===== src/common/lc3b_types.sv =====
package lc3b_types;

    localparam int word_width     = 16;
    localparam int reg_count      = 8;
    localparam int reg_addr_width = $clog2(reg_count);
    localparam int wb_adr_width   = word_width - 1;  // Word address, byte bit dropped
    localparam int wb_sel_width   = word_width / 8;

    typedef logic [word_width-1:0]     lc3b_word;
    typedef logic [reg_addr_width-1:0] lc3b_reg;

    // Opcode field encodings, IR[15:12]
    typedef enum logic [3:0] {
        op_br  = 4'b0000,
        op_add = 4'b0001,
        op_and = 4'b0101,
        op_ldr = 4'b0110,
        op_str = 4'b0111,
        op_not = 4'b1001
    } lc3b_opcode;

    typedef enum logic [1:0] {
        alu_add,
        alu_and,
        alu_not,
        alu_pass
    } alu_ops;

    typedef enum logic [2:0] {
        s_fetch,
        s_decode,
        s_execute,
        s_memory,
        s_writeback
    } seq_state;

    // Decoded control for the instruction in IR
    typedef struct packed {
        lc3b_opcode opcode;
        alu_ops     aluop;
        logic       load_cc;
        logic       load_regfile;
        logic       sr2mux_sel;      // 1 selects sign-extended imm5
        logic       mem_read;
        logic       mem_write;
        logic       addr_sel;        // 1 selects base + offset6
        logic       regfilemux_sel;  // 1 selects MDR
        logic       is_branch;
    } lc3b_control_word;

endpackage : lc3b_types

===== src/verilog/lc3b_core.sv =====
`timescale 1ns/10ps

module lc3b_core (
    input  logic                                clk,
    input  logic                                rst,
    output logic [lc3b_types::wb_adr_width-1:0] wb_adr,
    output lc3b_types::lc3b_word                wb_wdata,
    input  lc3b_types::lc3b_word                wb_rdata,
    output logic                                wb_we,
    output logic [lc3b_types::wb_sel_width-1:0] wb_sel,
    output logic                                wb_cyc,
    output logic                                wb_stb,
    input  logic                                wb_ack
);

    lc3b_types::lc3b_control_word ctrl;
    lc3b_types::lc3b_opcode       ir_opcode;
    logic ir_imm;
    logic load_ir, load_pc, load_mar, load_mdr;
    logic addr_from_mar, writeback;

    assign wb_sel = '1;  // Word accesses only

    cpu_sequencer i_sequencer (
        .clk           (clk),
        .rst           (rst),
        .ctrl          (ctrl),
        .wb_ack        (wb_ack),
        .wb_cyc        (wb_cyc),
        .wb_stb        (wb_stb),
        .wb_we         (wb_we),
        .load_ir       (load_ir),
        .load_pc       (load_pc),
        .load_mar      (load_mar),
        .load_mdr      (load_mdr),
        .addr_from_mar (addr_from_mar),
        .writeback     (writeback)
    );

    control_rom i_control_rom (
        .opcode    (ir_opcode),
        .imm_check (ir_imm),
        .ctrl      (ctrl)
    );

    datapath i_datapath (
        .clk           (clk),
        .rst           (rst),
        .ctrl          (ctrl),
        .load_ir       (load_ir),
        .load_pc       (load_pc),
        .load_mar      (load_mar),
        .load_mdr      (load_mdr),
        .addr_from_mar (addr_from_mar),
        .writeback     (writeback),
        .wb_rdata      (wb_rdata),
        .wb_adr        (wb_adr),
        .wb_wdata      (wb_wdata),
        .ir_opcode     (ir_opcode),
        .ir_imm        (ir_imm)
    );

endmodule : lc3b_core


===== src/datapath/datapath.sv =====
`timescale 1ns/10ps

module datapath (
    input  logic                                  clk,
    input  logic                                  rst,
    input  lc3b_types::lc3b_control_word          ctrl,
    input  logic                                  load_ir,
    input  logic                                  load_pc,
    input  logic                                  load_mar,
    input  logic                                  load_mdr,
    input  logic                                  addr_from_mar,
    input  logic                                  writeback,
    input  lc3b_types::lc3b_word                  wb_rdata,
    output logic [lc3b_types::wb_adr_width-1:0]   wb_adr,
    output lc3b_types::lc3b_word                  wb_wdata,
    output lc3b_types::lc3b_opcode                ir_opcode,
    output logic                                  ir_imm
);

    lc3b_types::lc3b_word pc, ir, mar, mdr;
    logic [2:0] cc;  // n z p

    lc3b_types::lc3b_word rdata_a, rdata_b;
    lc3b_types::lc3b_word sext_imm5, offset6, pcoffset9;
    lc3b_types::lc3b_word alu_b, alu_f;
    lc3b_types::lc3b_word addr_base, addr_off, addr_sum;
    lc3b_types::lc3b_word wdata;
    lc3b_types::lc3b_reg  raddr_b;
    logic reg_we;
    logic branch_taken;

    assign ir_opcode = lc3b_types::lc3b_opcode'(ir[15:12]);
    assign ir_imm    = ir[5];

    assign sext_imm5 = {{11{ir[4]}}, ir[4:0]};
    assign offset6   = {{9{ir[5]}}, ir[5:0], 1'b0};  // Byte offset, doubled
    assign pcoffset9 = {{6{ir[8]}}, ir[8:0], 1'b0};

    // STR reads its source register on port b
    assign raddr_b = ctrl.mem_write ? ir[11:9] : ir[2:0];

    regfile i_regfile (
        .clk     (clk),
        .rst     (rst),
        .we      (reg_we),
        .waddr   (ir[11:9]),
        .wdata   (wdata),
        .raddr_a (ir[8:6]),
        .raddr_b (raddr_b),
        .rdata_a (rdata_a),
        .rdata_b (rdata_b)
    );

    assign alu_b = ctrl.sr2mux_sel ? sext_imm5 : rdata_b;

    alu i_alu (
        .aluop (ctrl.aluop),
        .a     (rdata_a),
        .b     (alu_b),
        .f     (alu_f)
    );

    // Shared address adder for MAR and branch target
    assign addr_base = ctrl.addr_sel ? rdata_a : pc;
    assign addr_off  = ctrl.addr_sel ? offset6 : pcoffset9;
    assign addr_sum  = addr_base + addr_off;

    assign branch_taken = ctrl.is_branch && |(ir[11:9] & cc);
    assign wdata        = ctrl.regfilemux_sel ? mdr : alu_f;
    assign reg_we       = writeback && ctrl.load_regfile;

    always_ff @(posedge clk) begin
        if (rst) begin
            pc <= '0;
            cc <= 3'b000;
        end else begin
            if (load_pc) begin
                pc <= pc + 16'd2;
            end else if (writeback && branch_taken) begin
                pc <= addr_sum;  // PC already points past the BR
            end
            if (writeback && ctrl.load_cc) begin
                cc <= {wdata[15], wdata == '0, !wdata[15] && (wdata != '0)};
            end
        end
    end

    always_ff @(posedge clk) begin
        if (load_ir) ir <= wb_rdata;
        if (load_mar) mar <= addr_sum;
        if (load_mdr) mdr <= ctrl.mem_write ? rdata_b : wb_rdata;
    end

    assign wb_adr   = addr_from_mar ? mar[15:1] : pc[15:1];
    assign wb_wdata = mdr;

    a_cc_stays_onehot: assert property (@(posedge clk) disable iff (rst)
        (cc != 3'b000) |=> $onehot(cc));

endmodule : datapath


===== src/datapath/alu.sv =====
`timescale 1ns/10ps

module alu (
    input  lc3b_types::alu_ops   aluop,
    input  lc3b_types::lc3b_word a,
    input  lc3b_types::lc3b_word b,
    output lc3b_types::lc3b_word f
);

    always_comb begin
        case (aluop)
            lc3b_types::alu_add: f = a + b;
            lc3b_types::alu_and: f = a & b;
            lc3b_types::alu_not: f = ~a;
            default:             f = a;  // Pass
        endcase
    end

endmodule : alu


===== src/datapath/regfile.sv =====
`timescale 1ns/10ps

module regfile (
    input  logic                 clk,
    input  logic                 rst,
    input  logic                 we,
    input  lc3b_types::lc3b_reg  waddr,
    input  lc3b_types::lc3b_word wdata,
    input  lc3b_types::lc3b_reg  raddr_a,
    input  lc3b_types::lc3b_reg  raddr_b,
    output lc3b_types::lc3b_word rdata_a,
    output lc3b_types::lc3b_word rdata_b
);

    lc3b_types::lc3b_word regs [lc3b_types::reg_count];

    always_ff @(posedge clk) begin
        if (rst) begin
            for (int i = 0; i < lc3b_types::reg_count; i++) begin
                regs[i] <= '0;
            end
        end else if (we) begin
            regs[waddr] <= wdata;
        end
    end

    // Combinational reads, a write shows up after the edge
    assign rdata_a = regs[raddr_a];
    assign rdata_b = regs[raddr_b];

endmodule : regfile


===== src/control/cpu_sequencer.sv =====
`timescale 1ns/10ps

module cpu_sequencer (
    input  logic                         clk,
    input  logic                         rst,
    input  lc3b_types::lc3b_control_word ctrl,
    input  logic                         wb_ack,
    output logic                         wb_cyc,
    output logic                         wb_stb,
    output logic                         wb_we,
    output logic                         load_ir,
    output logic                         load_pc,
    output logic                         load_mar,
    output logic                         load_mdr,
    output logic                         addr_from_mar,
    output logic                         writeback
);

    lc3b_types::seq_state state;
    logic bus_done;
    logic mem_op;

    assign bus_done = wb_cyc && wb_ack;
    assign mem_op   = ctrl.mem_read || ctrl.mem_write;

    always_ff @(posedge clk) begin
        if (rst) begin
            state  <= lc3b_types::s_fetch;
            wb_cyc <= 1'b0;
            wb_stb <= 1'b0;
            wb_we  <= 1'b0;
        end else begin
            case (state)
                lc3b_types::s_fetch: begin
                    if (bus_done) begin
                        wb_cyc <= 1'b0;
                        wb_stb <= 1'b0;
                        state  <= lc3b_types::s_decode;
                    end else begin
                        wb_cyc <= 1'b1;  // Only needed for the first fetch after reset
                        wb_stb <= 1'b1;
                    end
                end
                lc3b_types::s_decode: state <= lc3b_types::s_execute;
                lc3b_types::s_execute: begin
                    if (mem_op) begin
                        wb_cyc <= 1'b1;
                        wb_stb <= 1'b1;
                        wb_we  <= ctrl.mem_write;
                        state  <= lc3b_types::s_memory;
                    end else begin
                        state <= lc3b_types::s_writeback;
                    end
                end
                lc3b_types::s_memory: begin
                    if (bus_done) begin
                        wb_cyc <= 1'b0;
                        wb_stb <= 1'b0;
                        wb_we  <= 1'b0;
                        state  <= lc3b_types::s_writeback;
                    end
                end
                default: begin
                    // Writeback, request the next fetch right away
                    wb_cyc <= 1'b1;
                    wb_stb <= 1'b1;
                    state  <= lc3b_types::s_fetch;
                end
            endcase
        end
    end

    always_comb begin
        load_ir       = (state == lc3b_types::s_fetch) && bus_done;
        load_pc       = load_ir;
        load_mar      = (state == lc3b_types::s_execute);
        load_mdr      = ((state == lc3b_types::s_execute) && ctrl.mem_write) ||
                        ((state == lc3b_types::s_memory) && ctrl.mem_read && bus_done);
        addr_from_mar = (state == lc3b_types::s_memory);
        writeback     = (state == lc3b_types::s_writeback);
    end

    a_stb_in_cyc: assert property (@(posedge clk) disable iff (rst) wb_stb |-> wb_cyc);

    a_we_store_only: assert property (@(posedge clk) disable iff (rst)
        wb_we |-> (state == lc3b_types::s_memory) && (ctrl.opcode == lc3b_types::op_str));

endmodule : cpu_sequencer


===== src/control/control_rom.sv =====
`timescale 1ns/10ps

module control_rom (
    input  lc3b_types::lc3b_opcode       opcode,
    input  logic                         imm_check,
    output lc3b_types::lc3b_control_word ctrl
);

    always_comb begin
        // Defaults
        ctrl.opcode         = opcode;
        ctrl.aluop          = lc3b_types::alu_pass;
        ctrl.load_cc        = 1'b0;
        ctrl.load_regfile   = 1'b0;
        ctrl.sr2mux_sel     = 1'b0;
        ctrl.mem_read       = 1'b0;
        ctrl.mem_write      = 1'b0;
        ctrl.addr_sel       = 1'b0;
        ctrl.regfilemux_sel = 1'b0;
        ctrl.is_branch      = 1'b0;

        case (opcode)
            lc3b_types::op_add: begin
                ctrl.aluop        = lc3b_types::alu_add;
                ctrl.load_regfile = 1'b1;
                ctrl.load_cc      = 1'b1;
                ctrl.sr2mux_sel   = imm_check;  // imm5 form when IR[5] set
            end

            lc3b_types::op_and: begin
                ctrl.aluop        = lc3b_types::alu_and;
                ctrl.load_regfile = 1'b1;
                ctrl.load_cc      = 1'b1;
                ctrl.sr2mux_sel   = imm_check;
            end

            lc3b_types::op_not: begin
                ctrl.aluop        = lc3b_types::alu_not;
                ctrl.load_regfile = 1'b1;
                ctrl.load_cc      = 1'b1;
            end

            lc3b_types::op_ldr: begin
                ctrl.mem_read       = 1'b1;
                ctrl.load_regfile   = 1'b1;
                ctrl.load_cc        = 1'b1;
                ctrl.addr_sel       = 1'b1;
                ctrl.regfilemux_sel = 1'b1;
            end

            // Store leaves cc alone
            lc3b_types::op_str: begin
                ctrl.mem_write = 1'b1;
                ctrl.addr_sel  = 1'b1;
            end

            lc3b_types::op_br: begin
                ctrl.is_branch = 1'b1;  // PC-relative target
            end

            default: begin
                ctrl = '0;  // Runs as a no-op
            end
        endcase
    end

endmodule : control_rom


===== config.mk =====
export PLATFORM = sky130hd
export DESIGN_NAME = lc3b_core
export DESIGN_NICKNAME = d
export VERILOG_FILES = /design/src/common/lc3b_types.sv /design/src/verilog/lc3b_core.sv /design/src/datapath/datapath.sv /design/src/datapath/alu.sv /design/src/datapath/regfile.sv /design/src/control/cpu_sequencer.sv /design/src/control/control_rom.sv
export SDC_FILE = /design/constraint.sdc
export NUM_CORES = 1
export LEC_CHECK = 0
export ABC_AREA = 1
export BUFFER_PORTS_ARGS = -buffer_cell sky130_fd_sc_hd__buf_2
export CORE_ASPECT_RATIO = 0.5
export CORE_UTILIZATION = 55
export DETAILED_ROUTE_END_ITERATION = 8
export PLACE_DENSITY_LB_ADDON = 0.2
export SETUP_SLACK_MARGIN = 0.5
export SLEW_MARGIN = 10
export SYNTH_ARGS = -nofsm -noshare
export SYNTH_HDL_FRONTEND = slang
export SYNTH_SLANG_ARGS = --single-unit

===== constraint.sdc =====
create_clock -name clk -period 4.7 [get_ports clk]
set_clock_uncertainty 0.05 [all_clocks]
set_input_delay 0 -clock clk [delete_from_list [all_inputs] [get_ports clk]]
set_output_delay 0 -clock clk [all_outputs]
set_load 0.03 [all_outputs]

==> metrics.cfg <==
[run_status]
status=completed

[cells_and_area]
regArea_sq_mm=0.00578
area_growth_pct=15.4
fin_nets=1880
n_antenna_cell=0
fill_cells=1924
multi_input_area_sq_mm=0.00637
fin_area_sq_mm=0.0150
layout-drive-gt1-share=0.148

[sta]
drv_slew=0
finalSetupViolCount=0
relSlewSlack=0.238
max_slew.worst_pin.slew_ns=1.14
max_freq_mhz=243
fin_tns_setup_ns=0
timing_hold_violations_final=0
rsz0062_at_grt=yes
min_period_ns=4.12
finalCritPeriodShare=0.877

[clock_tree]
root_buffer=clkbuf_16
clock_path_buffers=3
clk_pin_slew_ns=0.07
htree_levels=1
cts_buffers=20
cts_tree=yes
clk_latency_ns=0.54
clock_sinks=201

[setup_path]
cp_num_buf_inv=5
required_ns=5.06
startpoint_type=flip-flop
cp_max_fo=15
crit_path_end_kind=flip-flop
arrival_ns=4.48
path_delay_family=simple AND/OR/NAND/NOR gates
path_class=flip-flop to flip-flop
crit_top_cell=nand2_1
max_stage_delay_ns=0.41
slowest_stage=edfxtp_1

[global_routing]
grt_pass1_wl_microns=66100
grt_remaining_overflow=0
antenna_found_initial=0
grtUsageTotal=0.361
grt_pass1_vias=11667
grt_max_degree=50

[logic_synthesis]
synth_edf_count=175
synth_area_sq_mm=0.0130
seq_area_frac_synth=0.445
yosys_warnings=0
syn-mean-instance-area_sq_um=7.43
async_reset_ff_frac=0
synthFlopType=edfxtp_1
synth_cell_types=51
ys_ff_latch=201
synthCells=1749

[route]
num_vias=13013
drtPass1Iterations=6
first_iter_violations=1914
ant_nets=0
via_per_inst=6.07
wire_per_inst_microns=21.0
drcViolationCount=0
routed_wl_microns=45000

[die]
start_util=0.565
num_rows=39
die_h_microns=111
die-area_sq_mm=0.0243
ios=55
core_area_sq_mm=0.0230
die_width_microns=219

[placement]
port_buffers=52
place_area_sq_mm=0.0136
place.gp.congestion=1.02
hpwl_microns=30300

[pwr]
cellLeakagePower_uw=0.00667
ir_worst_vdd_v=0.000277
power-per-cell-area_mw_per_mm2=361

[min_path]
hp-class=input pin to flip-flop

[flow_run]
drv_cap=0

[registers in the layout, indices dropped and copies added (netlist names), named ones only]
register                   flops
i_datapath.cc                  3
i_sequencer.wb_we              1
i_sequencer.wb_cyc             1
i_datapath.mar                15
i_datapath.ir                 16
i_datapath.pc                 15
i_datapath.i_regfile.regs    128
i_sequencer.state              3
i_datapath.wb_wdata           16
[cell usage after synthesis, types with 2 or more instances]
master | instances | area, sq um
nand2_1 | 483 | 1810
nor2_1 | 241 | 905
inv_1 | 191 | 717
edfxtp_1 | 175 | 5260
nand3_1 | 175 | 876
o21ai_0 | 98 | 490
a21oi_1 | 58 | 290
clkbuf_1 | 42 | 158
ha_1 | 34 | 425
o211ai_1 | 32 | 240
buf_2 | 28 | 140
dfxtp_1 | 26 | 521
a31oi_1 | 24 | 150
inv_2 | 22 | 82.6
xor2_1 | 15 | 131
nor2_2 | 14 | 87.6
nor3_1 | 11 | 55.1
o21ai_1 | 7 | 35.0
buf_4 | 6 | 45.0
nand3b_1 | 6 | 45.0
nand4_1 | 6 | 37.5
xnor2_1 | 5 | 43.8
buf_6 | 4 | 45.0
o21bai_1 | 4 | 30.0
o221ai_1 | 4 | 35.0
or2_2 | 4 | 25.0
a221oi_1 | 3 | 26.3
a21boi_1 | 2 | 15.0
a21o_1 | 2 | 15.0
a21oi_2 | 2 | 17.5
a311oi_1 | 2 | 17.5
clkinv_1 | 2 | 7.51
fa_1 | 2 | 40.0
mux2_2 | 2 | 22.5
[per-layer routing]
layer | up-vias | track usage | routed length, microns
li1 | 5892 | - | -
met1 | 5996 | 0.506 | 17500
met2 | 951 | 0.521 | 18800
met3 | 174 | 0.115 | 6760
met4 | 0 | 0.135 | 1870
met5 | - | 0 | 0
[area by class of cell]
| class | instances | share of cell area |
|---|---|---|
| well taps | 307 | 0.0256 |
| multi-input cells | 1253 | 0.425 |
| clock buffers | 24 | 0.0351 |
| clock inverters | 10 | 0.00492 |
| repair buffers | 134 | 0.0694 |
| flip-flops and latches | 201 | 0.386 |
| inverters | 215 | 0.0544 |
[where the power goes]
group          switching (uW)  internal [uW]  leakage [uW]
logic                    1220            563       0.00442
registers                59.6           2020       0.00196
clock network             745            805      0.000293
total                    2030           3390       0.00667
[cells in the final DEF (no fill, tap or decap), types with 3 or more instances in the layout]
| master | netlist | routed |
|---|---|---|
| ha_4 | 0 | 3 |
| xor2_1 | 15 | 15 |
| nand2_2 | 1 | 14 |
| a31oi_1 | 24 | 22 |
| dfxtp_1 | 26 | 24 |
| clkinv_1 | 2 | 5 |
| a21boi_2 | 1 | 3 |
| clkinv_2 | 0 | 5 |
| buf_6 | 4 | 6 |
| inv_2 | 22 | 23 |
| o21ai_1 | 7 | 8 |
| nor3_1 | 11 | 7 |
| or2_2 | 4 | 4 |
| nand3b_1 | 6 | 6 |
| dlygate4sd3_1 | 0 | 18 |
| o211ai_1 | 32 | 32 |
| inv_1 | 191 | 187 |
| ha_2 | 0 | 6 |
| a21oi_2 | 2 | 5 |
| ha_1 | 34 | 25 |
| nor3_2 | 0 | 4 |
| clkbuf_16 | 0 | 22 |
| nand3_1 | 175 | 158 |
| buf_12 | 0 | 3 |
| edfxtp_1 | 175 | 175 |
| nand2_1 | 483 | 468 |
| nor2_1 | 241 | 230 |
| nand3_2 | 1 | 15 |
| nand3_4 | 0 | 3 |
| buf_2 | 28 | 52 |
| o21bai_1 | 4 | 4 |
| nand4_1 | 6 | 6 |
| a221oi_1 | 3 | 3 |
| a21oi_1 | 58 | 54 |
| xnor2_1 | 5 | 5 |
| clkbuf_1 | 42 | 3 |
| nor2_2 | 14 | 24 |
| o21ai_0 | 98 | 95 |
| buf_4 | 6 | 52 |
[cell families (layout without fill, tap and decap cells)]
| group | after synthesis | in the layout | synth area share |
|---|---|---|---|
| mux | 2 | 2 | 0.00173 |
| buf+inv | 296 | 383 | 0.0923 |
| compound gates | 247 | 247 | 0.112 |
| xor+xnor | 20 | 20 | 0.0135 |
| simple gates | 946 | 946 | 0.300 |
| fa+ha+maj | 36 | 36 | 0.0358 |
| other cells | 1 | 2 | 0.000289 |
| flops | 201 | 201 | 0.445 |
[worst reg2reg max path, delay by kind of cell (launching register included)]
family / cells / cell delay [ns]
buffers and inverters: 5 / 0.60
flip-flops: 1 / 0.41
AND/OR/NAND/NOR: 18 / 1.95
adder cells (fa/ha/maj): 1 / 0.31
AO/OA/AOI/OAI: 3 / 0.68
[per-stage QoR]
stage          power, uW  std cells  setup slack (ns)  hold slack (ns)  utilization
2_1_floorplan       3130       1750             0.903           0.0489            -
3_3_place_gp        3610       2068             0.441            0.146        0.592
3_5_place_dp        3640       2068             0.392            0.144        0.592
4_1_cts             5170       2123             0.518            0.149        0.629
5_1_grt             5610       2144             0.291            0.162        0.652
6_report            5420       2144             0.578            0.149        0.652
[worst paths after layout]
| check | start | endpoint | slack, ns | cells after the start |
|---|---|---|---|---|
| hold reg to reg | i_datapath.cc[0] | i_datapath.cc[0] | 0.43 | 2 |
| setup / recovery | i_datapath.ir[15] | i_datapath.cc[0] | 0.58 | 27 |
| setup reg to reg | i_datapath.ir[15] | i_datapath.cc[0] | 0.58 | 27 |
| hold / removal | wb_rdata[11] | i_datapath.ir[11] | 0.15 | 2 |
[timing repair]
item	CTS	global route
endpoints found under the hold margin	51	0
pin swaps	0	30
hold buffers	18	0
setup endpoints to repair	38	123
gates cloned	1	4
buffers inserted	2	17
gates resized for setup	7	85
No activity file was read; power rests on OpenSTA's default activity.
